[config.mk]
export PLATFORM = sky130hd
export DESIGN_NAME = soc_bus
export DESIGN_NICKNAME = d
export VERILOG_FILES = /design/src/design/soc_pkg.sv /design/src/design/soc_bus.sv
export SDC_FILE = /design/constraint.sdc
export NUM_CORES = 1
export LEC_CHECK = 0
export BUFFER_PORTS_ARGS = -buffer_cell sky130_fd_sc_hd__buf_4
export CAP_MARGIN = 20
export CORE_AREA = 2 2 126 128
export DETAILED_ROUTE_END_ITERATION = 12
export DIE_AREA = 0 0 128 130
export MAX_ROUTING_LAYER = met4
export PLACE_DENSITY = 0.69
export REMOVE_ABC_BUFFERS = 1
export SLEW_MARGIN = 20
export SYNTH_ARGS = -nofsm -noshare
export SYNTH_HDL_FRONTEND = slang
export SYNTH_SLANG_ARGS = --single-unit
[constraint.sdc]
create_clock -name clk -period 4.73 [get_ports clk]
set_clock_uncertainty 0.1 [all_clocks]
set_input_delay 0.2365 -clock clk [delete_from_list [all_inputs] [get_ports clk]]
set_output_delay 0.2365 -clock clk [all_outputs]
set_load 0.1 [all_outputs]
[src/design/soc_pkg.sv]
// Shared constants and types for the peripheral subsystem.
// Holds the address map, the register offsets, the GPIO mode codes
// and the bus address layout used by the fabric and the slaves.
`default_nettype none

package soc_pkg;

    // ------------------------------------------------------------
    // widths
    // ------------------------------------------------------------
    localparam int DATA_W   = 32;
    localparam int NUM_GPIO = 16;
    localparam int SEL_W    = 4;
    localparam int OFS_W    = DATA_W - SEL_W;

    // slave select nibble, everything else is unmapped
    localparam logic [SEL_W-1:0] SLV_TIMER = 4'h1;
    localparam logic [SEL_W-1:0] SLV_GPIO  = 4'h2;

    // timer registers
    localparam logic [OFS_W-1:0] TMR_CTRL  = 'h0;
    localparam logic [OFS_W-1:0] TMR_VALUE = 'h4;
    localparam logic [OFS_W-1:0] TMR_CMP   = 'h8;

    // gpio registers
    localparam logic [OFS_W-1:0] GPIO_CTRL = 'h0;
    localparam logic [OFS_W-1:0] GPIO_DATA = 'h4;

    // per pin mode field, 00 and 11 leave the pin off
    localparam logic [1:0] GPIO_MODE_OUT = 2'b01;
    localparam logic [1:0] GPIO_MODE_IN  = 2'b10;

    // fabric controller states
    localparam logic [1:0] BUS_IDLE   = 2'd0;
    localparam logic [1:0] BUS_ACCESS = 2'd1;
    localparam logic [1:0] BUS_ACK    = 2'd2;

    // bus address, seen as a raw word or as select plus offset
    typedef union packed {
        logic [DATA_W-1:0] raw;
        struct packed {
            logic [SEL_W-1:0] slv;
            logic [OFS_W-1:0] offset;
        } f;
    } bus_addr_t;

endpackage

`default_nettype wire
[src/design/soc_bus.sv]
// Shared fabric for two masters and two slaves.
// Grants one master at a time (m0 wins ties), decodes the top address
// nibble, pulses the slave select for one cycle and returns the read
// data with a four-phase req/ack handshake.
`timescale 1ns/1ps
`default_nettype none

module soc_bus (
    input  logic                       clk,
    input  logic                       arst_n_i,

    input  logic [soc_pkg::DATA_W-1:0] m0_addr_i,
    input  logic                       m0_we_i,
    input  logic [soc_pkg::DATA_W-1:0] m0_wdata_i,
    input  logic                       m0_req_i,
    output logic [soc_pkg::DATA_W-1:0] m0_rdata_o,
    output logic                       m0_ack_o,

    input  logic [soc_pkg::DATA_W-1:0] m1_addr_i,
    input  logic                       m1_we_i,
    input  logic [soc_pkg::DATA_W-1:0] m1_wdata_i,
    input  logic                       m1_req_i,
    output logic [soc_pkg::DATA_W-1:0] m1_rdata_o,
    output logic                       m1_ack_o,

    output logic                       tmr_sel_o,
    output logic                       gpio_sel_o,
    output logic                       slv_we_o,
    output logic [soc_pkg::OFS_W-1:0]  slv_offset_o,
    output logic [soc_pkg::DATA_W-1:0] slv_wdata_o,
    input  logic [soc_pkg::DATA_W-1:0] tmr_rdata_i,
    input  logic [soc_pkg::DATA_W-1:0] gpio_rdata_i
);

    logic [1:0]                 state_q;
    logic                       grant_q;
    logic                       issue_q;
    soc_pkg::bus_addr_t         addr_q;
    logic                       we_q;
    logic [soc_pkg::DATA_W-1:0] wdata_q;
    logic [soc_pkg::DATA_W-1:0] rdata_q;
    logic                       hit_tmr;
    logic                       hit_gpio;
    logic                       req_gnt;

    assign hit_tmr  = (addr_q.f.slv == soc_pkg::SLV_TIMER);
    assign hit_gpio = (addr_q.f.slv == soc_pkg::SLV_GPIO);
    assign req_gnt  = grant_q ? m1_req_i : m0_req_i;

    // ------------------------------------------------------------
    // controller
    // ------------------------------------------------------------
    // access takes a select cycle and a data return cycle
    always_ff @(posedge clk or negedge arst_n_i) begin
        if (!arst_n_i) begin
            state_q <= soc_pkg::BUS_IDLE;
            grant_q <= 1'b0;
            issue_q <= 1'b0;
        end else begin
            case (state_q)
                soc_pkg::BUS_IDLE: begin
                    if (m0_req_i || m1_req_i) begin
                        state_q <= soc_pkg::BUS_ACCESS;
                        grant_q <= !m0_req_i;
                        issue_q <= 1'b1;
                    end
                end
                soc_pkg::BUS_ACCESS: begin
                    if (issue_q) begin
                        issue_q <= 1'b0;
                    end else begin
                        state_q <= soc_pkg::BUS_ACK;
                    end
                end
                soc_pkg::BUS_ACK: begin
                    // held until the granted master lets go of req
                    if (!req_gnt) begin
                        state_q <= soc_pkg::BUS_IDLE;
                    end
                end
                default: state_q <= soc_pkg::BUS_IDLE;
            endcase
        end
    end

    // latch the request of whoever is about to win
    always_ff @(posedge clk) begin
        if (state_q == soc_pkg::BUS_IDLE) begin
            addr_q.raw <= m0_req_i ? m0_addr_i  : m1_addr_i;
            we_q       <= m0_req_i ? m0_we_i    : m1_we_i;
            wdata_q    <= m0_req_i ? m0_wdata_i : m1_wdata_i;
        end
        if (state_q == soc_pkg::BUS_ACCESS && !issue_q) begin
            // unmapped reads come back as zero
            if (hit_tmr) begin
                rdata_q <= tmr_rdata_i;
            end else if (hit_gpio) begin
                rdata_q <= gpio_rdata_i;
            end else begin
                rdata_q <= '0;
            end
        end
    end

    assign tmr_sel_o    = issue_q && hit_tmr;
    assign gpio_sel_o   = issue_q && hit_gpio;
    assign slv_we_o     = we_q;
    assign slv_offset_o = addr_q.f.offset;
    assign slv_wdata_o  = wdata_q;

    assign m0_ack_o   = (state_q == soc_pkg::BUS_ACK) && !grant_q;
    assign m1_ack_o   = (state_q == soc_pkg::BUS_ACK) && grant_q;
    assign m0_rdata_o = rdata_q;
    assign m1_rdata_o = rdata_q;

    // ------------------------------------------------------------
    // checks
    // ------------------------------------------------------------
    // ack must follow a dropped req within one edge
    a_m0_ack_drop: assert property (@(posedge clk) disable iff (!arst_n_i)
        (!m0_req_i && $past(!m0_req_i)) |-> !m0_ack_o);

    a_m1_ack_drop: assert property (@(posedge clk) disable iff (!arst_n_i)
        (!m1_req_i && $past(!m1_req_i)) |-> !m1_ack_o);

endmodule

`default_nettype wire

==> metrics.txt <==
dpl cell area 7270 um2; Critical Path AT 2.07 ns; PostCTS Resize Cnt 0; Lkg Pwr 3.20 nW; vias in the first global route 3756; DRT Pass-1 Iters 4; post-route cell area 7580 um2; final setup TNS 0 ns; Netlist cell types 23; worst slew pin tran 0.891 ns; post-layout net count 824; WHS 0.0898 ns; Post-Route WL 13.5 mm; Final Hold Vio Count 0; Syn. warnings 0; synthesized cell area 5130 um2; PnR worst setup slack 2.55 ns; cts bufs inserted 9; Overflow after GRT 0; Root Driver clkbuf_16; CTS tree done; syn avg cell area 13.9 um2; cell total after placement 805; fin cells 823; total number of H-tree levels 3; Tmin final 2.18 ns; I/O Buffers 326; Pwr Total 5.81 mW; Worst path slowest cell nor2_4; cells after synthesis 368; Worst Path Required 4.62 ns; worst slack, placed 2.45 ns; #FFs+latches synth 101; drt drc 0; DP HPWL 10.4 mm; Seq/Total Area, Yosys 58.7%; drt via density 4.69; final core utilization 49.2%; number of I/O pins 327; gpl congestion 0.743; Diodes inserted 0; first-pass GRT wire length 19.1 mm; FMAX 0.459 GHz; layout cells sized above 1 65.5%; Hold Crit Class primary input to flip-flop; vias 3857; die height 130 um; Core ar. 15400 um2; Final Setup Violations 0; clock-pin slew on the worst setup and hold paths 0.07 ns; hold buffers post-CTS 1; CP Max Fanout 35; die width 128 um; GRT Resource Usage Total 15.8%; initial antenna violation count 0; slowest cell delay on critical path 0.72 ns; Iter 0 DRT Violations 219; Slew Limit Fails 0; setup bufs post-CTS 0; wire per inst 16.5 um; CTS max path bufs 2; largest net degree at the start of global routing 70; overall die area 16600 um2; CTS sink count 101; critical path type flip-flop to flip-flop; effective utilization at floorplan 33.3%; status finished, final reports clean; IR drop worst, VDD 0.299 mV; crit path cell chain nor2_4, buf_4; Max-slew headroom 40.6%; clock latency on the worst-skew pair 0.35 ns; Final period util 46.1%; startpoint types flip-flop; num rows 46; P per Cell Area 766 nW/um2; endpoint class of the critical path flip-flop; MaxCap Viol Count 0; area grow syn2layout 47.9%; antenna-violating nets left 0; RSZ-0062 raised after global routing false
==> cells in the mapped netlist <==
cell type  count  area, um2
edfxtp_1      97       2910
dfrtp_1        4        100
or2_1          1       6.26
o21a_1         1       7.51
and4b_1        2       20.0
o21bai_1       1       7.51
o21ba_2        1       10.0
nand3b_1      64        480
nor2_1         5       18.8
clkbuf_1       7       26.3
inv_1          1       3.75
nor3b_1        1       7.51
buf_6          3       33.8
nand2_1        1       3.75
mux2_4         7        105
buf_2         16       80.1
a21oi_1       33        165
a2bb2oi_1      1       8.76
o22ai_1        1       6.26
buf_4         60        450
mux2i_1        1       10.0
nand2b_1       2       12.5
mux2_2        58        653
==> placed cells by master, fill, tap and decap left out <==
cell type      count
buf_4            331
edfxtp_1          97
nand3b_1          64
mux2_2            58
a21oi_1           33
clkbuf_16          9
mux2_4             7
dfrtp_1            4
nor2_1             3
clkbuf_1           3
nand2b_1           2
and4b_1            2
clkinvlp_4         2
or2_2              1
nor2_2             1
inv_1              1
nor2_4             1
nand2_1            1
o21bai_1           1
mux2i_1            1
o22ai_1            1
nor3b_1            1
a2bb2oi_1          1
o21ba_2            1
o21a_1             1
clkinv_1           1
bufinv_16          1
dlygate4sd3_1      1
buf_8              1
==> sequential cells by signal (all words and copies together) (netlist names) <==
name and count:
issue_q 1, addr_q 32, state_q 2, m0_rdata_o 32, slv_wdata_o 32, slv_we_o 1
grant_q 1
==> report_power, final <==
group	internal [mW]	leakage, nW	switching, mW	total (mW)
Sequential	1.39	0.988	0.134	1.52
Combinational	0.689	2.08	2.88	3.56
Clock	0.409	0.130	0.314	0.723
==> layer usage <==
metal | track usage [%] | wire length (um) | vias up
met5 | - | 0 | -
met4 | 6.85 | 228 | 0
met3 | 4.43 | 1190 | 13
met2 | 27.6 | 7180 | 216
met1 | 16.8 | 4950 | 1811
li1 | - | - | 1817
==> critical path, delay by kind of cell, from the launching register on <==
| kind | cells | cell delay, ns |
|---|---|---|
| buffers and inverters | 1 | 0.53 |
| flip-flops | 1 | 0.45 |
| AND/OR/NAND/NOR | 1 | 0.72 |
==> final timing paths <==
path,slack [ns],end,startpoint,depth (start not counted)
worst min-delay path,0.09,addr_q[31],m0_addr_i[31],2
min in group asynchronous,0.14,grant_q,arst_n_i,2
worst min register to register,0.47,state_q[0],state_q[1],1
max in group asynchronous,4.28,state_q[0],arst_n_i,2
worst max-delay path,2.55,addr_q[12],state_q[1],2
worst max register to register,2.55,addr_q[12],state_q[1],2
==> layout make-up <==
| class | count | area [um2] |
|---|---|---|
| sequential | 101 | 3010 |
| inverter | 1 | 3.75 |
| multi-input combinational | 180 | 1530 |
| tap | 192 | 240 |
| clock buffer | 12 | 236 |
| fill | 1388 | 7840 |
| clock inverter | 4 | 48.8 |
| timing repair buffer | 333 | 2510 |
==> cell families (layout without fill, tap and decap cells) <==
group / after synthesis / in the layout / share of synthesized area [%]
AOI/OAI and AO/OA: 38 / 38 / 4.00
and+or+nand+nor: 76 / 76 / 10.7
DFF: 101 / 101 / 58.7
muxes: 66 / 66 / 15.0
buffers and inverters: 87 / 350 / 11.6
No activity file was read; power rests on OpenSTA's default activity.
