**src/design/soc_pkg.sv**
```systemverilog
// Shared constants and types for the peripheral subsystem.
// Holds the address map, the register offsets, the GPIO mode codes
// and the bus address layout used by the fabric and the slaves.
`default_nettype none

package soc_pkg;

    // ------------------------------------------------------------
    // widths
    // ------------------------------------------------------------
    localparam int DATA_W   = 32;
    localparam int NUM_GPIO = 16;
    localparam int SEL_W    = 4;
    localparam int OFS_W    = DATA_W - SEL_W;

    // slave select nibble, everything else is unmapped
    localparam logic [SEL_W-1:0] SLV_TIMER = 4'h1;
    localparam logic [SEL_W-1:0] SLV_GPIO  = 4'h2;

    // timer registers
    localparam logic [OFS_W-1:0] TMR_CTRL  = 'h0;
    localparam logic [OFS_W-1:0] TMR_VALUE = 'h4;
    localparam logic [OFS_W-1:0] TMR_CMP   = 'h8;

    // gpio registers
    localparam logic [OFS_W-1:0] GPIO_CTRL = 'h0;
    localparam logic [OFS_W-1:0] GPIO_DATA = 'h4;

    // per pin mode field, 00 and 11 leave the pin off
    localparam logic [1:0] GPIO_MODE_OUT = 2'b01;
    localparam logic [1:0] GPIO_MODE_IN  = 2'b10;

    // fabric controller states
    localparam logic [1:0] BUS_IDLE   = 2'd0;
    localparam logic [1:0] BUS_ACCESS = 2'd1;
    localparam logic [1:0] BUS_ACK    = 2'd2;

    // bus address, seen as a raw word or as select plus offset
    typedef union packed {
        logic [DATA_W-1:0] raw;
        struct packed {
            logic [SEL_W-1:0] slv;
            logic [OFS_W-1:0] offset;
        } f;
    } bus_addr_t;

endpackage

`default_nettype wire
```
**src/design/gpio_regs.sv**
```systemverilog
// GPIO register block: per-pin mode word and output data word.
// Sits beside the pad logic, feeding it mode and data and reading
// back the synchronized input pins for GPIO_DATA reads.
`timescale 1ns/1ps
`default_nettype none

module gpio_regs (
    input  logic                           clk,
    input  logic                           arst_n_i,
    input  logic                           sel_i,
    input  logic                           we_i,
    input  logic [soc_pkg::OFS_W-1:0]      offset_i,
    input  logic [soc_pkg::DATA_W-1:0]     wdata_i,
    output logic [soc_pkg::DATA_W-1:0]     rdata_o,
    output logic [2*soc_pkg::NUM_GPIO-1:0] mode_o,
    output logic [soc_pkg::NUM_GPIO-1:0]   out_data_o,
    input  logic [soc_pkg::NUM_GPIO-1:0]   pin_data_i
);

    logic [2*soc_pkg::NUM_GPIO-1:0] mode_q;
    logic [soc_pkg::NUM_GPIO-1:0]   out_q;
    logic [soc_pkg::NUM_GPIO-1:0]   data_mix;
    logic [soc_pkg::DATA_W-1:0]     rdata_q;

    // reset leaves every pin off
    always_ff @(posedge clk or negedge arst_n_i) begin
        if (!arst_n_i) begin
            mode_q <= '0;
            out_q  <= '0;
        end else if (sel_i && we_i) begin
            if (offset_i == soc_pkg::GPIO_CTRL) begin
                mode_q <= wdata_i;
            end
            if (offset_i == soc_pkg::GPIO_DATA) begin
                out_q <= wdata_i[soc_pkg::NUM_GPIO-1:0];
            end
        end
    end

    // output pins read their own data bit, the rest come from the pads
    always_comb begin
        for (int i = 0; i < soc_pkg::NUM_GPIO; i++) begin
            if (mode_q[2*i +: 2] == soc_pkg::GPIO_MODE_OUT) begin
                data_mix[i] = out_q[i];
            end else begin
                data_mix[i] = pin_data_i[i];
            end
        end
    end

    always_ff @(posedge clk) begin
        if (sel_i) begin
            case (offset_i)
                soc_pkg::GPIO_CTRL: rdata_q <= mode_q;
                soc_pkg::GPIO_DATA: rdata_q <= {{(soc_pkg::DATA_W - soc_pkg::NUM_GPIO){1'b0}},
                                                data_mix};
                default:            rdata_q <= '0;
            endcase
        end
    end

    assign rdata_o    = rdata_q;
    assign mode_o     = mode_q;
    assign out_data_o = out_q;

endmodule

`default_nettype wire

```
**config.mk**
```make
export PLATFORM = sky130hd
export DESIGN_NAME = gpio_regs
export DESIGN_NICKNAME = d
export VERILOG_FILES = /design/src/design/soc_pkg.sv /design/src/design/gpio_regs.sv
export SDC_FILE = /design/constraint.sdc
export NUM_CORES = 1
export LEC_CHECK = 0
export BUFFER_PORTS_ARGS = -buffer_cell sky130_fd_sc_hd__buf_2
export CAP_MARGIN = 10
export CORE_MARGIN = 8
export CORE_UTILIZATION = 42
export DETAILED_ROUTE_END_ITERATION = 16
export HOLD_SLACK_MARGIN = 0.02
export PLACE_DENSITY = 0.79
export SYNTH_ARGS = -nofsm -noshare
export SYNTH_HDL_FRONTEND = slang
export SYNTH_SLANG_ARGS = --single-unit
```
**constraint.sdc**
```tcl
create_clock -name clk -period 0.9 [get_ports clk]
set_input_delay 0.09 -clock clk [delete_from_list [all_inputs] [get_ports clk]]
set_output_delay 0.09 -clock clk [all_outputs]
set_load 0.05 [all_outputs]
```
==> results of run 1 <==
## final timing paths
check | startpoint | to | slack [ps] | cells after the start
worst max-delay path | offset_i[3] | mode_o[19]$_DFFE_PN0P_ | -670 | 8
worst min-delay path | pin_data_i[0] | rdata_o[0]$_DFFE_PP_ | 170 | 3
worst max register to register | mode_o[16]$_DFFE_PN0P_ | rdata_o[8]$_DFFE_PP_ | -310 | 3
worst min register to register | out_data_o[7]$_DFFE_PN0P_ | out_data_o[7]$_DFFE_PN0P_ | 590 | 1
max in group asynchronous | arst_n_i | out_data_o[4]$_DFFE_PN0P_ | 410 | 3
min in group asynchronous | arst_n_i | mode_o[31]$_DFFE_PN0P_ | 250 | 3
## kinds of logic (layout without fill, tap and decap cells)
family	count (synthesis)	count (layout)	share of synthesized area
AO/OA/AOI/OAI	17	17	0.03706
buffers and inverters	12	296	0.01908
flip-flops	80	80	0.6341
AND/OR/NAND/NOR	63	63	0.1072
multiplexers	63	63	0.2026
## worst max-delay path, cell delays in order
cell	delay, ps
buf_2	110
nor3_1	270
nand4_1	250
buf_6	210
nor4_4	140
buf_6	170
buf_12	170
mux2_2	370
## power by group
part | internal (W) | switching, W | total [W] | leakage, nW
logic | 0.000417 | 0.000568 | 0.000985 | 2.02
registers | 0.00386 | 0.0000368 | 0.00390 | 0.976
clock network | 0.00158 | 0.00137 | 0.00295 | 0.103
total | 0.00586 | 0.00198 | 0.00784 | 3.10
## sequential cells by signal (all words and copies together), names as in the netlist
| name | count |
|---|---|
| out_data_o | 16 |
| mode_o | 32 |
| rdata_o | 32 |
## cells in the mapped netlist (all sizes together)
cell type / n / area (um^2)
mux2i: 15 / 150.1
nor4: 7 / 58.81
edfxtp: 32 / 960.9
nand2b: 1 / 6.260
buf: 5 / 38.78
dfrtp: 48 / 1201
or2: 1 / 6.260
o21ai: 1 / 5.000
clkbuf: 6 / 22.52
nand4: 1 / 6.260
nand2: 1 / 3.750
and2: 16 / 100.1
a32oi: 1 / 8.760
nor3: 3 / 20.02
nand3: 2 / 10.01
a211oi: 15 / 112.6
nor2: 16 / 60.06
mux2: 48 / 540.5
nor2b: 15 / 93.84
inv: 1 / 3.750
## layer usage
metal / up-vias / part of all wire / track usage
li1: 1419 / - / -
met1: 1565 / 0.38 / 0.2321
met2: 136 / 0.53 / 0.3740
met3: 15 / 0.072 / 0.06715
met4: 0 / 0.014 / 0.06533
met5: - / 0 / 0
## metrics by stage
stage                     worst slack, ps  hold slack, ps    util  power, W
final                              -665.1           169.7  0.8267  0.007836
after global routing               -691.0           147.2  0.8267  0.008093
after CTS                          -506.3           140.8  0.7952  0.007850
after detailed placement           -908.7           96.31  0.5879  0.004700
after global placement             -849.9           94.75  0.5879  0.004688
after floorplan                    -676.5          -205.6       -  0.004308
## cell type report
type,count,area [um^2]
Timing Repair Buffer,279,2656
Sequential cell,80,2162
Multi-Input combinational cell,143,1483
Fill cell,403,1395
Tap cell,105,131.4
Clock buffer,10,127.6
Clock inverter,6,92.59
Inverter,1,3.754
## repair_timing
item	4_1_cts	5_1_grt
setup buffers	30	11
endpoints found under the setup margin	160	160
pin swaps	16	3
gates resized for setup	259	29
hold endpoints to repair	96	0
hold buffers	33	0
gates cloned	1	3
==> results.cfg, run 1 <==
[synth]
synth_fp_nets = 315
syn_area_um2 = 3410
postSynthAreaPerCell_um2 = 14.51
ys_seq_area_frac = 0.6341
yosys.cell_types.count = 25
syn_inst = 235
synth-seq-cells = 80
ys_warn_count = 0

[placed_design]
port_buffers = 159
dp_cells = 530
gp_congestion = 0.7488
dpl_cell_area_um2 = 4733
dp_hpwl_um = 7451

[min_path]
hold_class = primary input to register

[layout]
areaGrowthSynthToFinish_pct = 95.23
antenna_cells = 0
final_area_um2 = 6656
final_net_count = 594
layout_commonest_cell = buf_6
drive_gt1_frac = 0.6705
fin_cells = 624
final_cell_mix = buf_6 (93), buf_2 (77), dfrtp_1 (48), buf_4 (41), dlygate4sd3_1 (33)

[cts]
clkLatencyLatePin_ps = 350
cts_tree = done
ctsHtreeMaxLevel = 3
cts.sinks = 80
clk_pin_slew_ps = 80
cts_made_buffers = 9
cts_root_buffer = clkbuf_8
clock_path_buffers = 2

[detailed_routing]
avgViaCountPerCell = 5.024
wl_per_cell_um = 20.76
drt-pass1-iter-count = 4
vias = 3135
routed_wl_um = 12950
remaining_drc_errors = 0
postRouteAntennaNets = 0
first_iter_violations = 82

[floorplan]
fp-row-count = 33
boundaryPins = 160
start_util = 0.4235
die_w_um = 106.1
die_h_um = 106.1
dieArea_um2 = 11260
placeableCoreArea_um2 = 8051

[worst_setup_path]
cp-start-kind = primary input
crit_path_end_kind = register
arrival_ps = 1800
worstPathMaxFanout = 16
crit_required_ps = 1130
path_class = primary input to register

[job]
max_cap_viol_count = 0

[sta]
fin_skew_ps = 8.003
setup_viol = 160
clock.fmax_mhz = 639.0
maxSlewViolCount = 0
fin_ws_ps = -665.1
slew_headroom = 0.7026
tns_ps = -55130
period_share = 1.739
worst_pin_slew_ps = 446.0
hold_violations = 0
fin_crit_ps = 1565
rsz0062_at_grt = yes

[global_route]
grt_max_degree = 49
grt_pass1_vias = 3537
gr-total-overflow = 0
grt_antenna_before_repair = 0
grt_usage = 0.2097
grt_pass1_wl_um = 18570

[pwr]
power.leakage_nw = 3.095
p_per_area_nw_per_um2 = 1177
ir_drop_v = 0.0008254

[run_status]
violations = setup timing
outcome = finished, violations left
No activity file was read; power rests on OpenSTA's default activity.
==> run 2: changes to the inputs <==
--- a/config.mk
+++ b/config.mk
@@ -12,6 +12,7 @@
 export DETAILED_ROUTE_END_ITERATION = 16
 export HOLD_SLACK_MARGIN = 0.02
 export PLACE_DENSITY = 0.79
+export RECOVER_POWER = 50
 export SYNTH_ARGS = -nofsm -noshare
 export SYNTH_HDL_FRONTEND = slang
 export SYNTH_SLANG_ARGS = --single-unit
==> results.cfg, run 2 (synthesis results as in run 1) <==
[run_status]
outcome = finished, violations left
violations = setup timing

[pwr]
ir_drop_v = 0.0008256
power.leakage_nw = 3.089
p_per_area_nw_per_um2 = 1179

[sta]
slew_headroom = 0.6901
fin_skew_ps = 8.623
period_share = 1.713
maxSlewViolCount = 0
tns_ps = -53510
fin_crit_ps = 1542
setup_viol = 160
clock.fmax_mhz = 648.7
rsz0062_at_grt = yes
fin_ws_ps = -641.6
hold_violations = 0
hold_slack_ps = 166.2
worst_pin_slew_ps = 464.9

[placed_design]
dp_hpwl_um = 7451
dp_cells = 530
gp_congestion = 0.7488
port_buffers = 159
dpl_cell_area_um2 = 4733

[cts]
cts_made_buffers = 9
cts_tree = done
clock_path_buffers = 2
cts.sinks = 80
clk_pin_slew_ps = 80
cts_root_buffer = clkbuf_8
clkLatencyLatePin_ps = 350
ctsHtreeMaxLevel = 3

[global_route]
grt_pass1_vias = 3537
grt_pass1_wl_um = 18570
grt_usage = 0.2097
grt_antenna_before_repair = 0
grt_max_degree = 49
gr-total-overflow = 0

[detailed_routing]
avgViaCountPerCell = 5.018
postRouteAntennaNets = 0
remaining_drc_errors = 0
drt-pass1-iter-count = 4
vias = 3131
first_iter_violations = 78
routed_wl_um = 12960
wl_per_cell_um = 20.77

[layout]
final_cell_mix = buf_6 (94), buf_2 (76), dfrtp_1 (48), buf_4 (41), dlygate4sd3_1 (33)
final_area_um2 = 6646
areaGrowthSynthToFinish_pct = 94.94
nFillCells = 406
antenna_cells = 0
drive_gt1_frac = 0.6686
fin_cells = 624
final_net_count = 594
layout_commonest_cell = buf_6

[worst_setup_path]
cp_slowest_cell = mux2_2
path_class = primary input to register
crit_path_end_kind = register
slowest_delay_ps = 370
crit_chain = buf_2, nor3_1, nand4_1, buf_6, nor4_4, buf_6, buf_12, mux2_2
cpMostUsedCell = buf_6
cp-start-kind = primary input
worstPathMaxFanout = 16
crit_required_ps = 1130
arrival_ps = 1770

[floorplan]
fp-row-count = 33
start_util = 0.4235
placeableCoreArea_um2 = 8051
die_w_um = 106.1
dieArea_um2 = 11260
boundaryPins = 160
die_h_um = 106.1

[min_path]
hold_class = primary input to register

[job]
max_cap_viol_count = 0
[run 2: cell count changes in the layout (fill, tap and decap cells not counted), sizes merged]
cell	before	now
buf	244	243
clkbuf	12	13
[run 2: final cells by class]
class	count	area (um^2)	share of cell area
timing repair buffer	279	2646	0.3982
multi-input combinational	143	1483	0.2231
clock inverter	6	92.59	0.01393
sequential	80	2162	0.3253
tap	105	131.4	0.01977
inverter	1	3.754	0.0005648
clock buffer	10	127.6	0.01920
[run 2: final timing paths]
path | slack [ps] | depth (start not counted) | start | end
min in group asynchronous | 300 | 3 | arst_n_i | mode_o[31]$_DFFE_PN0P_
worst max-delay path | -640 | 8 | offset_i[3] | mode_o[19]$_DFFE_PN0P_
worst max register to register | -310 | 3 | mode_o[16]$_DFFE_PN0P_ | rdata_o[8]$_DFFE_PP_
worst min-delay path | 170 | 3 | pin_data_i[0] | rdata_o[0]$_DFFE_PP_
worst min register to register | 590 | 1 | out_data_o[7]$_DFFE_PN0P_ | out_data_o[7]$_DFFE_PN0P_
max in group asynchronous | 260 | 3 | arst_n_i | out_data_o[4]$_DFFE_PN0P_
[run 2: metal layers]
metal,vias up,GRT usage,part of all wire
li1,1422,-,-
met1,1568,0.2321,0.39
met2,124,0.3740,0.53
met3,17,0.06715,0.065
met4,0,0.06533,0.015
met5,-,0,0
[run 2: timing repair]
item / CTS / global route
cloned: 1 / 3
pin swaps: 16 / 3
hold endpoints to repair: 96 / 0
resized for setup: 259 / 29
hold buffers: 33 / 0
endpoints found under the setup margin: 160 / 160
setup buffers: 30 / 11
[run 2: where the power goes]
part | switching [W] | leakage (nW) | internal (W)
registers | 0.0000368 | 0.976 | 0.00386
logic | 0.000568 | 2.01 | 0.000411
clock network | 0.00138 | 0.103 | 0.00158
total | 0.00198 | 3.09 | 0.00585
[run 2: through the flow]
stage               power, W  utilization  setup WS [ps]
finish              0.007836       0.8255         -641.6
global route        0.008086       0.8255         -691.0
CTS                 0.007850       0.7952         -506.3
detailed placement  0.004700       0.5879         -908.7
global placement    0.004688       0.5879         -849.9
floorplan           0.004308            -         -676.5
[run 2: worst max-delay path: cells and delay by family]
kind          cells  cell delay [ps]
buf+inv           4              650
simple gates      3              650
mux               1              370
==> run 3: changes to the inputs <==
--- a/config.mk
+++ b/config.mk
@@ -8,10 +8,11 @@
 export BUFFER_PORTS_ARGS = -buffer_cell sky130_fd_sc_hd__buf_2
 export CAP_MARGIN = 10
 export CORE_MARGIN = 8
-export CORE_UTILIZATION = 42
+export CORE_UTILIZATION = 40
 export DETAILED_ROUTE_END_ITERATION = 16
 export HOLD_SLACK_MARGIN = 0.02
-export PLACE_DENSITY = 0.79
+export MAX_ROUTING_LAYER = met4
+export PLACE_DENSITY = 0.76
 export RECOVER_POWER = 50
 export SYNTH_ARGS = -nofsm -noshare
 export SYNTH_HDL_FRONTEND = slang
==> results.cfg, run 3 (synthesis results as in run 1) <==
[run_status]
outcome = finished, violations left
violations = setup timing

[global_route]
grt_pass1_wl_um = 18670
grt_pass1_vias = 3594
gr-total-overflow = 0
grt_antenna_before_repair = 0
grt_usage = 0.2163
grt_max_degree = 49

[floorplan]
boundaryPins = 160
die_w_um = 108.3
placeableCoreArea_um2 = 8258
fp-row-count = 33
die_h_um = 108.3
start_util = 0.4129
dieArea_um2 = 11730

[layout]
drive_gt1_frac = 0.6447
areaGrowthSynthToFinish_pct = 93.32
final_net_count = 590
final_cell_mix = buf_6 (95), buf_2 (70), dfrtp_1 (47), buf_4 (40), dlygate4sd3_1 (33)
fin_cells = 621
layout_commonest_cell = buf_6

[cts]
ctsHtreeMaxLevel = 3
cts_root_buffer = clkbuf_8
clkLatencyLatePin_ps = 350
cts.sinks = 80
cts_made_buffers = 9
clock_path_buffers = 2
clk_pin_slew_ps = 90
cts_tree = done

[sta]
maxSlewViolCount = 0
tns_ps = -42300
fin_ws_ps = -496.6
worst_pin_slew_ps = 472.0
hold_violations = 0
fin_skew_ps = 12.27
slew_headroom = 0.6853
rsz0062_at_grt = yes
setup_viol = 160
fin_crit_ps = 1397
period_share = 1.552
hold_slack_ps = 114.1
clock.fmax_mhz = 716.0

[worst_setup_path]
cpLargestDelayFamily = buffers and inverters
crit_chain = buf_8, nor4_4, nand4_1, buf_6, nor4_4, buf_6, buf_6, mux2_2
cp_num_buf_inv = 4
r2r-start = mode_o[17]$_DFFE_PN0P_
crit_required_ps = 1140
arrival_ps = 1640
crit_path_end_kind = register
path_class = primary input to register
cpMostUsedCell = buf_6
cp-start-kind = primary input
worstSetupPathDepth = 8
cp_slowest_cell = mux2_2
critical_path.startpoint = offset_i[22]
slowest_delay_ps = 360
r2r_cells = 3
worstPathMaxFanout = 8

[pwr]
ir_drop_v = 0.0009021
switchingPower_w = 0.001927
pwr-share-seq = 0.501
p_comb_frac = 0.127
clkPwrFrac = 0.371
power_w = 0.007780
p_per_area_nw_per_um2 = 1180
swShare = 0.2477
p_int_w = 0.005853
power.leakage_nw = 3.067

[detailed_routing]
first_iter_violations = 81
wl_per_cell_um = 21.03
postRouteAntennaNets = 0
avgViaCountPerCell = 5.032
vias = 3125
routed_wl_um = 13060
remaining_drc_errors = 0
drt-pass1-iter-count = 4

[job]
max_cap_viol_count = 0

[min_path]
hold_class = primary input to register
whs_path_depth = 3
min_from = pin_data_i[0]

[placed_design]
gp_congestion = 0.7585
dp_hpwl_um = 7224
port_buffers = 159
dp_cells = 527
==> run 3: layout make-up <==
class                      instances  area (um^2)
timing repair buffer             275         2630
sequential                        80         2163
fill                             468         1667
multi-input combinational        143         1448
clock buffer                      11        131.4
tap                              105        131.4
clock inverter                     5        81.33
inverter                           1        3.754
antenna                            1        2.502
==> run 3: path summary, 6_finish.rpt <==
check	slack, ps	endpoint
max in group asynchronous	160	out_data_o[11]$_DFFE_PN0P_
hold reg to reg	580	out_data_o[15]$_DFFE_PN0P_
setup reg to reg	-310	rdata_o[8]$_DFFE_PP_
setup / recovery	-500	mode_o[18]$_DFFE_PN0P_
hold / removal	110	rdata_o[0]$_DFFE_PP_
min in group asynchronous	380	mode_o[31]$_DFFE_PN0P_
==> run 3: worst reg2reg max path, cell delays in order, from the launching register on <==
cell and delay (ps):
dfrtp_1 410, nor2b_2 150, mux2i_1 270, a211oi_2 110
==> run 3: power by group through the flow <==
stage                     clock (W)  sequential (W)  combinational (W)
final                       0.00289         0.00390           0.000992
after global routing        0.00307         0.00391            0.00104
after CTS                   0.00290         0.00390           0.000959
after detailed placement          0         0.00396           0.000735
after global placement            0         0.00395           0.000726
after floorplan                   0         0.00423          0.0000775
==> run 3: per-stage QoR <==
stage          worst slack (ps)    util  cell area [um^2]
2_1_floorplan            -676.5       -              3521
3_3_place_gp             -783.8  0.5689              4698
3_5_place_dp             -821.6  0.5689              4698
4_1_cts                  -423.3  0.7647              6315
5_1_grt                  -545.3  0.7979              6589
6_report                 -496.6  0.7982              6591
==> run 3: per-layer routing <==
metal / share of wire / track usage / up-vias
met2: 0.54 / 0.3810 / 137
met1: 0.38 / 0.2333 / 1564
li1: - / - / 1406
met5: 0 / - / -
met4: 0.018 / 0.06452 / 0
met3: 0.059 / 0.05651 / 18
==> run 3: timing repair <==
| action | in CTS | in global routing |
|---|---|---|
| cloned | 1 | 2 |
| buffers inserted | 31 | 10 |
| hold buffers | 33 | 0 |
| pin swaps | 1 | 10 |
| hold endpoints to repair | 96 | 0 |
| resized for setup | 245 | 45 |
| endpoints found under the setup margin | 160 | 160 |
