### config.mk
export PLATFORM = sky130hd
export DESIGN_NAME = soc_timer
export DESIGN_NICKNAME = d
export VERILOG_FILES = /design/src/design/soc_pkg.sv /design/src/design/soc_timer.sv
export SDC_FILE = /design/constraint.sdc
export NUM_CORES = 1
export LEC_CHECK = 0
export ABC_AREA = 1
export BUFFER_PORTS_ARGS = -buffer_cell sky130_fd_sc_hd__buf_4
export CAP_MARGIN = 20
export CORE_MARGIN = 5
export CORE_UTILIZATION = 50
export CTS_BUF_LIST = sky130_fd_sc_hd__clkbuf_8 sky130_fd_sc_hd__clkbuf_16
export DETAILED_ROUTE_END_ITERATION = 16
export PLACE_DENSITY = 0.75
export RECOVER_POWER = 50
export SLEW_MARGIN = 40
export SYNTH_ARGS = -nofsm -noshare
export SYNTH_HDL_FRONTEND = slang
export SYNTH_SLANG_ARGS = --single-unit
### constraint.sdc
create_clock -name clk -period 1.7 [get_ports clk]
set_input_delay 0.17 -clock clk [delete_from_list [all_inputs] [get_ports clk]]
set_output_delay 0.17 -clock clk [all_outputs]
set_load 0.02 [all_outputs]
### src/design/soc_pkg.sv
// Shared constants and types for the peripheral subsystem.
// Holds the address map, the register offsets, the GPIO mode codes
// and the bus address layout used by the fabric and the slaves.
`default_nettype none

package soc_pkg;

    // ------------------------------------------------------------
    // widths
    // ------------------------------------------------------------
    localparam int DATA_W   = 32;
    localparam int NUM_GPIO = 16;
    localparam int SEL_W    = 4;
    localparam int OFS_W    = DATA_W - SEL_W;

    // slave select nibble, everything else is unmapped
    localparam logic [SEL_W-1:0] SLV_TIMER = 4'h1;
    localparam logic [SEL_W-1:0] SLV_GPIO  = 4'h2;

    // timer registers
    localparam logic [OFS_W-1:0] TMR_CTRL  = 'h0;
    localparam logic [OFS_W-1:0] TMR_VALUE = 'h4;
    localparam logic [OFS_W-1:0] TMR_CMP   = 'h8;

    // gpio registers
    localparam logic [OFS_W-1:0] GPIO_CTRL = 'h0;
    localparam logic [OFS_W-1:0] GPIO_DATA = 'h4;

    // per pin mode field, 00 and 11 leave the pin off
    localparam logic [1:0] GPIO_MODE_OUT = 2'b01;
    localparam logic [1:0] GPIO_MODE_IN  = 2'b10;

    // fabric controller states
    localparam logic [1:0] BUS_IDLE   = 2'd0;
    localparam logic [1:0] BUS_ACCESS = 2'd1;
    localparam logic [1:0] BUS_ACK    = 2'd2;

    // bus address, seen as a raw word or as select plus offset
    typedef union packed {
        logic [DATA_W-1:0] raw;
        struct packed {
            logic [SEL_W-1:0] slv;
            logic [OFS_W-1:0] offset;
        } f;
    } bus_addr_t;

endpackage

`default_nettype wire
### src/design/soc_timer.sv
// Timer slave with control, counter and compare registers.
// The counter wraps to zero after reaching compare and latches a
// pending flag, which raises the interrupt when enabled in ctrl.
`timescale 1ns/1ps
`default_nettype none

module soc_timer (
    input  logic                       clk,
    input  logic                       arst_n_i,
    input  logic                       sel_i,
    input  logic                       we_i,
    input  logic [soc_pkg::OFS_W-1:0]  offset_i,
    input  logic [soc_pkg::DATA_W-1:0] wdata_i,
    output logic [soc_pkg::DATA_W-1:0] rdata_o,
    output logic                       irq_o
);

    // ctrl bit 0 counts, bit 1 enables the interrupt
    logic [1:0]                 ctrl_q;
    logic [soc_pkg::DATA_W-1:0] value_q;
    logic [soc_pkg::DATA_W-1:0] cmp_q;
    logic                       pending_q;
    logic [soc_pkg::DATA_W-1:0] rdata_q;
    logic                       wr;
    logic                       wrap;

    assign wr = sel_i && we_i;
    // greater-than also wraps, so a lowered compare recovers at once
    assign wrap = (value_q >= cmp_q);

    always_ff @(posedge clk or negedge arst_n_i) begin
        if (!arst_n_i) begin
            ctrl_q    <= '0;
            value_q   <= '0;
            cmp_q     <= '0;
            pending_q <= 1'b0;
        end else begin
            if (wr && offset_i == soc_pkg::TMR_CTRL) begin
                ctrl_q <= wdata_i[1:0];
            end
            if (wr && offset_i == soc_pkg::TMR_CMP) begin
                cmp_q <= wdata_i;
            end
            if (wr && offset_i == soc_pkg::TMR_VALUE) begin
                value_q <= wdata_i;
            end else if (ctrl_q[0]) begin
                value_q <= wrap ? '0 : value_q + 1'b1;
            end
            // clear bit is write-only
            if (wr && offset_i == soc_pkg::TMR_CTRL && wdata_i[2]) begin
                pending_q <= 1'b0;
            end else if (ctrl_q[0] && wrap) begin
                pending_q <= 1'b1;
            end
        end
    end

    always_ff @(posedge clk) begin
        if (sel_i) begin
            case (offset_i)
                soc_pkg::TMR_CTRL:  rdata_q <= {28'd0, pending_q, 1'b0, ctrl_q};
                soc_pkg::TMR_VALUE: rdata_q <= value_q;
                soc_pkg::TMR_CMP:   rdata_q <= cmp_q;
                default:            rdata_q <= '0;
            endcase
        end
    end

    assign rdata_o = rdata_q;
    assign irq_o   = pending_q && ctrl_q[1];

    // counter stays in range once a register write has settled
    a_value_range: assert property (@(posedge clk) disable iff (!arst_n_i)
        (ctrl_q[0] && !$past(wr)) |-> (value_q <= cmp_q));

endmodule

`default_nettype wire

==> run_results.csv, run 1 <==
group,metric,value,unit
status,status,"finished with violations",
status,violations,"negative setup slack",
synth,yosysUniqueCellTypes,38,
cells_and_area,area_delta_synth_final,36.5,%
hold_path,hold_class,"in2reg",
drt,post_drt_via_cell_ratio,5.37,
die,start_util,51.1,%
synth,synth.most_common_cell,"nand2_1",
setup_path,critical-path-max-stage-delay,0.39,ns
global_route,antenna_found_initial,0,
setup_path,path_cells,"ha_1, a21o_1, a21oi_1, nand2_1, nand2_1, nand2_2, nand2_4, nand3_4, clkbuf_16, o21ai_2",
clock_tree,clkTransAtPathRegs,0.07,ns
synth,yosys_warnings,0,
synth,synth_edf_count,32,
sta,slew_headroom,40.0,%
synth,ys.flop_type,"dfrtp_1",
setup_path,worst-path-max-fanout,5,
clock_tree,cts_buffer_depth,2,
sta,setup_violations,33,
sta,finalMaxSlewViolations,0,
cells_and_area,antennaDiodeCount,0,
synth,avgSynthCellArea,8.28,sq um
setup_path,critPathCaptureType,"register",
cells_and_area,drive_above_1_share,36.2,%
setup_path,worstPathRequired,1.98,ns
sta,final-hold-violation-count,0,
clock_tree,cts_sinks,99,
drt,routed_wl,17600,um
synth,synth_area_leader_cell,"dfrtp_1",
synth,ys_ff_latch,99,
clock_tree,cts_tree,"done",
clock_tree,cts_buffers,9,
setup_path,crit_family,"simple AND/OR/NAND/NOR gates",
clock_tree,cts_max_level,3,
sta,postLayoutSetupSlackWorst,-0.262,ns
global_route,grt_first_pass_wirelength,27300,um
global_route,grt_pass1_vias,5717,
placed_design,placed_area,0.00779,sq mm
synth,yosysSeqAreaShare,43.0,%
setup_path,cp.arrival,2.24,ns
cells_and_area,fin_nets,1037,
die,dieHeight,121,um
setup_path,start_kind,"register",
setup_path,worstSetupPathType,"reg2reg",
setup_path,cp_num_cells,10,
hold_path,min_path_cells,3,
cells_and_area,post-route-util,69.7,%
sta,clock_skew,0.00576,ns
sta,fin_crit,1.96,ns
global_route,grt_overflow,0,
synth,syn-cell-area,0.00614,sq mm
setup_path,r2r_cells,10,
clock_tree,cts_root_buffer,"clkbuf_16",
sta,period_share,115,%
sta,fmax,510,MHz
global_route,grt_usage,23.5,%
die,die_area,0.0146,sq mm
die,rows,40,
sta,worstMarginPinSlew,0.900,ns
placed_design,dpl.hpwl,12600,um
drt,dr.first_iter.drc_count,407,
synth,synth.area.top_cells,"dfrtp_1 (27%), edfxtp_1 (16%), nand2_1 (9.1%), ha_1 (6.7%), inv_1 (6.7%)",
drt,dr_total_vias,5869,
synth,syn_nets,838,
die,fp.coreArea,0.0120,sq mm
placed_design,gp_congestion,0.974,
global_route,grt_max_degree,65,
die,die_x,121,um
cells_and_area,design_area,0.00837,sq mm
setup_path,critPathSlowestCell,"dfrtp_1",
sta,rsz0062_at_grt,"yes",
drt,dr.pass1.iters,5,
synth,yosys-top-cells-count,"nand2_1 (149), inv_1 (109), nor2_1 (82)",
setup_path,crit_buf_inv,1,
power_and_ir_drop,peakVddDrop,455,uV
power_and_ir_drop,p_leak,4.03,nW
setup_path,crit_path_frequent_cell,"nand2_1",
power_and_ir_drop,p_per_area,561,mW/mm^2
placed_design,port_buffers,96,
drt,remaining_drc_errors,0,
drt,ant_nets,0,
synth,netlist_instances,741,
drt,drt-wirelength-per-cell,16.1,um
flow_run,maxCapViolCount,0,
synth,synth_top_area_share,27.3,%
clock_tree,insertion_delay,0.35,ns
die,io_pins,97,
synth,postSynth.asyncResetShare,67.7,%
-- cells by family after synthesis --
logic type | share of synthesized area (%)
buf+inv | 10.2
fa+ha+maj | 6.73
xor+xnor | 3.85
simple gates | 19.4
flops | 43.0
compound gates | 16.9
-- layout by cell type (no fill, tap or decap), types with 2 or more instances in the layout --
cell type / n
a21oi_1: 37
a21oi_2: 3
buf_12: 9
buf_4: 187
buf_6: 2
clkbuf_16: 11
clkbuf_2: 5
clkbuf_8: 2
clkinv_2: 3
dfrtp_1: 67
edfxtp_1: 32
ha_1: 25
ha_4: 8
inv_1: 106
inv_2: 26
nand2_1: 144
nand2_2: 3
nand2_4: 4
nand3_1: 14
nand4_1: 7
nor2_1: 78
nor2_2: 8
nor2_4: 2
nor3_1: 13
o21a_1: 2
o21ai_0: 25
o21ai_1: 3
o21ai_2: 51
o221ai_1: 2
o22ai_1: 15
o22ai_2: 10
xnor2_1: 5
xor2_1: 22
-- power breakdown --
part           internal, mW  switching (mW)  leakage [nW]  total (mW)
sequential             2.48         0.00541          1.14        2.48
combinational         0.126           0.136          2.73       0.261
clock                  1.06           0.895         0.148        1.95
total                  3.66            1.04          4.03        4.70
-- sequential cells by signal, summed over array words and instances (netlist names) --
signal and cells:
rdata_o 32, ctrl_q 2, pending_q 1, value_q 32
cmp_q 32
-- cell type report --
type | instances | area [sq um]
multi-input cells | 493 | 3090
fillers | 938 | 3640
inverters | 130 | 488
repair buffers | 207 | 1700
clock inverters | 5 | 22.5
flip-flops and latches | 99 | 2640
clock buffers | 11 | 253
well taps | 147 | 184
-- routing by layer --
metal,GRT usage [%],vias to the layer above,part of all wire [%]
met5,0,-,0
met4,7.65,0,2.2
met3,5.05,40,6.9
met2,40.3,265,49
met1,29.5,2767,41
li1,-,2797,-
-- worst min-delay path: stages --
cell     delay [ns]
buf_4          0.08
nor2_1         0.03
a21oi_1        0.10
-- per-stage QoR --
| stage | setup TNS, ns | setup WS [ns] | power [mW] | hold slack [ns] | instances |
|---|---|---|---|---|---|
| final | -7.55 | -0.262 | 4.70 | 0.0753 | 1092 |
| after global routing | -10.90 | -0.330 | 4.83 | 0.0706 | 1092 |
| after CTS | -4.41 | -0.173 | 4.72 | 0.0686 | 1086 |
| after detailed placement | -4.84 | -0.239 | 2.80 | 0.150 | 1068 |
| after global placement | -3.95 | -0.154 | 2.80 | 0.144 | 1068 |
| after floorplan | 0 | 0.0356 | 2.58 | -0.126 | 741 |
-- repair_timing --
| item | 4_1_cts | 5_1_grt |
|---|---|---|
| buffers inserted | 1 | 3 |
| gates resized for setup | 16 | 37 |
| hold endpoints to repair | 28 | 0 |
| setup endpoints to repair | 33 | 33 |
| gates cloned | 0 | 3 |
| pin swaps | 2 | 16 |
| hold buffers | 1 | 0 |
-- worst paths after layout --
check                                  startpoint                 endpoint  slack [ns]
min in group asynchronous                arst_n_i     cmp_q[9]$_DFFE_PN0P_        0.45
hold reg to reg              cmp_q[4]$_DFFE_PN0P_     cmp_q[4]$_DFFE_PN0P_        0.49
setup / recovery           value_q[3]$_DFFE_PN0P_   value_q[3]$_DFFE_PN0P_       -0.26
setup reg to reg           value_q[3]$_DFFE_PN0P_   value_q[3]$_DFFE_PN0P_       -0.26
max in group asynchronous                arst_n_i  value_q[24]$_DFFE_PN0P_        0.19
hold / removal                         wdata_i[6]     cmp_q[6]$_DFFE_PN0P_        0.08
Note: power is estimated with default switching activity, not from simulation.
==> run 2: changes to the inputs <==
- MAX_ROUTING_LAYER: not set -> met4
==> run_results.csv, run 2 (synthesis results as in run 1) <==
group,metric,value,unit
setup_path,start_kind,"register",
clock_tree,insertion_delay,0.36,ns
clock_tree,clkTransAtPathRegs,0.07,ns
clock_tree,cts_buffers,9,
sta,clock_skew,0.00572,ns
global_route,antenna_found_initial,0,
die,die_area,0.0146,sq mm
clock_tree,cts_buffer_depth,2,
drt,drt-wirelength-per-cell,15.5,um
global_route,grt_max_degree,65,
die,rows,40,
sta,fin_crit,1.93,ns
global_route,grt_usage,24.7,%
drt,dr.pass1.iters,5,
sta,fmax,518,MHz
setup_path,worstPathRequired,1.98,ns
drt,routed_wl,17000,um
sta,period_share,114,%
cells_and_area,final_cell_mix,"buf_4 (197), nand2_1 (139), inv_1 (105)",
placed_design,port_buffers,96,
placed_design,dp.cells,1071,
sta,slew_headroom,39.9,%
cells_and_area,fin_nets,1045,
flow_run,maxCapViolCount,0,
sta,worstMarginPinSlew,0.901,ns
drt,dr.first_iter.drc_count,430,
drt,post_drt_via_cell_ratio,5.26,
power_and_ir_drop,p_leak,4.04,nW
cells_and_area,area_delta_synth_final,36.6,%
clock_tree,cts_max_level,3,
clock_tree,cts_sinks,99,
sta,setup_violations,33,
setup_path,critPathCaptureType,"register",
die,start_util,51.1,%
cells_and_area,fin_cells,1100,
global_route,grt_first_pass_wirelength,27700,um
status,violations,"negative setup slack",
cells_and_area,antennaDiodeCount,0,
sta,postLayoutSetupSlackWorst,-0.231,ns
placed_design,dpl.hpwl,12500,um
global_route,grt_pass1_vias,5897,
die,dieHeight,121,um
die,die_x,121,um
die,io_pins,97,
cells_and_area,nFillCells,918,
power_and_ir_drop,p_per_area,564,mW/mm^2
hold_path,hold_class,"in2reg",
power_and_ir_drop,total_power,4.73,mW
placed_design,gp_congestion,0.968,
global_route,grt_overflow,0,
clock_tree,cts_root_buffer,"clkbuf_16",
drt,remaining_drc_errors,0,
sta,whs,0.0711,ns
die,fp.coreArea,0.0120,sq mm
drt,dr_total_vias,5786,
cells_and_area,layout_commonest_cell,"buf_4",
setup_path,cp.arrival,2.21,ns
clock_tree,cts_tree,"done",
drt,ant_nets,0,
status,status,"finished with violations",
setup_path,worst-path-max-fanout,4,
sta,final-hold-violation-count,0,
sta,finalMaxSlewViolations,0,
cells_and_area,drive_above_1_share,36.7,%
setup_path,worstSetupPathType,"reg2reg",
sta,tns,-5.61,ns
sta,rsz0062_at_grt,"yes",
power_and_ir_drop,peakVddDrop,485,uV
==> run 2: changes by cell type in the layout (fill, tap and decap cells not counted), sizes merged <==
cell	before	now
buf	198	208
clkbuf	19	18
clkinv	3	2
==> run 2: path summary, 6_finish.rpt <==
path,start,endpoint,slack (ns),depth (start not counted)
setup / recovery,value_q[6]$_DFFE_PN0P_,value_q[5]$_DFFE_PN0P_,-0.23,14
hold / removal,wdata_i[24],cmp_q[24]$_DFFE_PN0P_,0.07,3
setup reg to reg,value_q[6]$_DFFE_PN0P_,value_q[5]$_DFFE_PN0P_,-0.23,14
hold reg to reg,value_q[0]$_DFFE_PN0P_,value_q[0]$_DFFE_PN0P_,0.49,1
max in group asynchronous,arst_n_i,cmp_q[31]$_DFFE_PN0P_,0.25,3
min in group asynchronous,arst_n_i,cmp_q[8]$_DFFE_PN0P_,0.44,2
==> run 2: timing repair <==
action	4_1_cts	5_1_grt
setup endpoints to repair	33	33
hold endpoints to repair	28	0
buffers inserted	7	3
pin swaps	7	17
hold buffers	1	0
gates resized for setup	31	23
cloned	2	1
==> run 2: worst max-delay path, stage by stage (launching register included) <==
cell	delay (ns)
dfrtp_1	0.40
ha_1	0.29
nand2_2	0.07
inv_2	0.05
nand2_4	0.06
nand2_2	0.05
nor2_2	0.11
nand2_2	0.08
nand2_2	0.08
nand2_2	0.06
nand2_2	0.09
nand3_4	0.10
buf_4	0.17
buf_16	0.13
o21ai_2	0.12
==> run 2: area by class of cell <==
type	instances	area [sq um]	area share [%]
clock inverter	4	16.3	0.194
tap	147	184	2.19
timing repair buffer	215	1740	20.8
sequential	99	2640	31.5
inverter	130	488	5.82
clock buffer	12	267	3.18
multi-input combinational	493	3050	36.4
==> run 2: power breakdown <==
part	total [mW]	switching, mW	internal [mW]
clock network	1.98	0.889	1.09
registers	2.48	0.00567	2.48
logic	0.262	0.136	0.125
==> run 2: per-layer routing <==
layer	vias up	GRT usage (%)	part of all wire [%]
met5	-	-	0
met4	0	7.72	1.9
met2	199	40.8	50
li1	2817	-	-
met3	30	5.43	6.1
met1	2740	30.5	42
==> run 2: stage by stage <==
| stage | worst slack [ns] | util (%) | cell area [sq um] |
|---|---|---|---|
| final | -0.231 | 69.8 | 8380 |
| after detailed placement | -0.236 | 64.8 | 7790 |
| after global placement | -0.151 | 64.8 | 7790 |
| after CTS | -0.212 | 69.2 | 8310 |
| after floorplan | 0.0356 | - | 6140 |
| after global routing | -0.319 | 69.8 | 8380 |
==> run 3: changes to the inputs <==
- BUFFER_PORTS_ARGS: -buffer_cell sky130_fd_sc_hd__buf_4 -> not set
- DONT_BUFFER_PORTS: not set -> 1
- PLACE_DENSITY: 0.75 -> 0.68
==> run_results.csv, run 3 (synthesis results as in run 1) <==
group,metric,value,unit
status,status,"finished with violations",
status,violations,"negative hold slack, negative setup slack",
die,io_pins,97,
global_route,grt_max_degree,68,
clock_tree,cts_buffers,9,
sta,postLayoutSetupSlackWorst,-0.235,ns
sta,setup_violations,33,
clock_tree,insertion_delay,0.36,ns
cells_and_area,fin_cells,1026,
cells_and_area,final_cell_mix,"nand2_1 (143), inv_1 (109), buf_4 (105)",
clock_tree,cts_sinks,99,
drt,dr.first_iter.drc_count,305,
global_route,grt_usage,25.5,%
sta,period_share,114,%
cells_and_area,layout_commonest_cell,"nand2_1",
clock_tree,cts_hold_buffers,29,
cells_and_area,nFillCells,985,
drt,drt-wirelength-per-cell,17.1,um
clock_tree,cts_buffer_depth,2,
clock_tree,cts_root_buffer,"clkbuf_16",
setup_path,worstSetupPathType,"reg2reg",
setup_path,r2r_cells,10,
sta,fin_crit,1.94,ns
power_and_ir_drop,p_leak,3.63,nW
die,dieHeight,121,um
drt,post_drt_via_cell_ratio,5.33,
clock_tree,clkTransAtPathRegs,0.07,ns
clock_tree,cts_max_level,3,
sta,finalMaxSlewViolations,0,
setup_path,timing.rr.start,"cmp_q[15]$_DFFE_PN0P_",
cells_and_area,fin_nets,971,
drt,dr_total_vias,5466,
sta,tns,-6.37,ns
sta,clock_skew,0.00792,ns
sta,final-hold-violation-count,67,
setup_path,cp.arrival,2.22,ns
setup_path,worstPathRequired,1.98,ns
placed_design,dpl.hpwl,12400,um
power_and_ir_drop,peakVddDrop,411,uV
die,rows,40,
hold_path,hold_class,"in2async",
die,die_area,0.0146,sq mm
cells_and_area,ff_latch_area,0.00264,sq mm
sta,worstMarginPinSlew,0.998,ns
power_and_ir_drop,p_per_area,606,mW/mm^2
cells_and_area,drive_above_1_share,27.6,%
setup_path,worst-path-max-fanout,8,
drt,remaining_drc_errors,0,
cells_and_area,post-route-util,65.5,%
cells_and_area,antennaDiodeCount,0,
die,die_x,121,um
global_route,antenna_found_initial,0,
placed_design,port_buffers,0,
setup_path,crit_path_start,"cmp_q[15]$_DFFE_PN0P_",
die,start_util,51.1,%
flow_run,maxCapViolCount,0,
placed_design,dp.cells,976,
power_and_ir_drop,total_power,4.77,mW
global_route,grt_overflow,0,
setup_path,reg2reg_to,"value_q[10]$_DFFE_PN0P_",
drt,routed_wl,17600,um
sta,whs,-0.495,ns
global_route,grt_pass1_vias,5805,
drt,ant_nets,0,
setup_path,critPathCaptureType,"register",
clock_tree,cts_tree,"done",
sta,fmax,517,MHz
cells_and_area,area_delta_synth_final,28.2,%
drt,dr.pass1.iters,5,
setup_path,regToRegSetupSlack,-0.24,ns
sta,rsz0062_at_grt,"yes",
setup_path,start_kind,"register",
die,fp.coreArea,0.0120,sq mm
cells_and_area,multi_input_area,0.00304,sq mm
global_route,grt_first_pass_wirelength,28300,um
sta,slew_headroom,33.5,%
placed_design,gp_congestion,0.991,
-- run 3: metal layers --
layer	wire length, um	up-vias	track usage [%]
met5	0	-	-
met4	354	0	7.58
met3	991	32	5.24
met2	8590	186	42.0
met1	7640	2584	31.9
li1	-	2664	-
-- run 3: timing repair --
item	4_1_cts	5_1_grt
cloned	1	0
gates resized for setup	33	11
buffers inserted	2	2
setup endpoints to repair	33	33
pin swaps	6	6
endpoints found under the hold margin	127	67
-- run 3: worst max-delay path, cell delays in order, from the launching register on --
cell,delay (ns)
dfrtp_1,0.39
inv_1,0.11
ha_4,0.22
a21oi_1,0.18
o21ai_0,0.11
a21oi_1,0.19
nand2_2,0.09
nand2_2,0.09
nand3_4,0.15
buf_12,0.21
o21ai_4,0.13
-- run 3: final cells by class --
| type | count | share of cell area [%] |
|---|---|---|
| Inverter | 130 | 6.20 |
| Timing Repair Buffer | 141 | 15.4 |
| Clock buffer | 12 | 3.39 |
| Multi-Input combinational cell | 493 | 38.6 |
| Clock inverter | 4 | 0.541 |
| Sequential cell | 99 | 33.5 |
| Tap cell | 147 | 2.34 |
-- run 3: through the flow --
stage	setup WS (ns)	area, sq um
detailed placement	-0.322	7040
finish	-0.235	7870
floorplan	0.0356	6140
global route	-0.336	7870
global placement	-0.268	7040
CTS	-0.170	7800
-- run 3: how the worst max path moves through the flow --
stage                     depth (start not counted)                       to
after CTS                                        13  value_q[22]$_DFFE_PN0P_
final                                            10  value_q[10]$_DFFE_PN0P_
after detailed placement                         11   value_q[6]$_DFFE_PN0P_
after global placement                           11  value_q[23]$_DFFE_PN0P_
after global routing                             10   value_q[6]$_DFFE_PN0P_
after floorplan                                  11  value_q[11]$_DFFE_PN0P_
-- run 3: power by group --
group / internal, mW / switching (mW) / leakage, nW / total, mW
sequential: 2.48 / 0.0343 / 1.14 / 2.51
clock: 1.25 / 0.904 / 0.161 / 2.15
combinational: 0.0521 / 0.0479 / 2.33 / 0.100
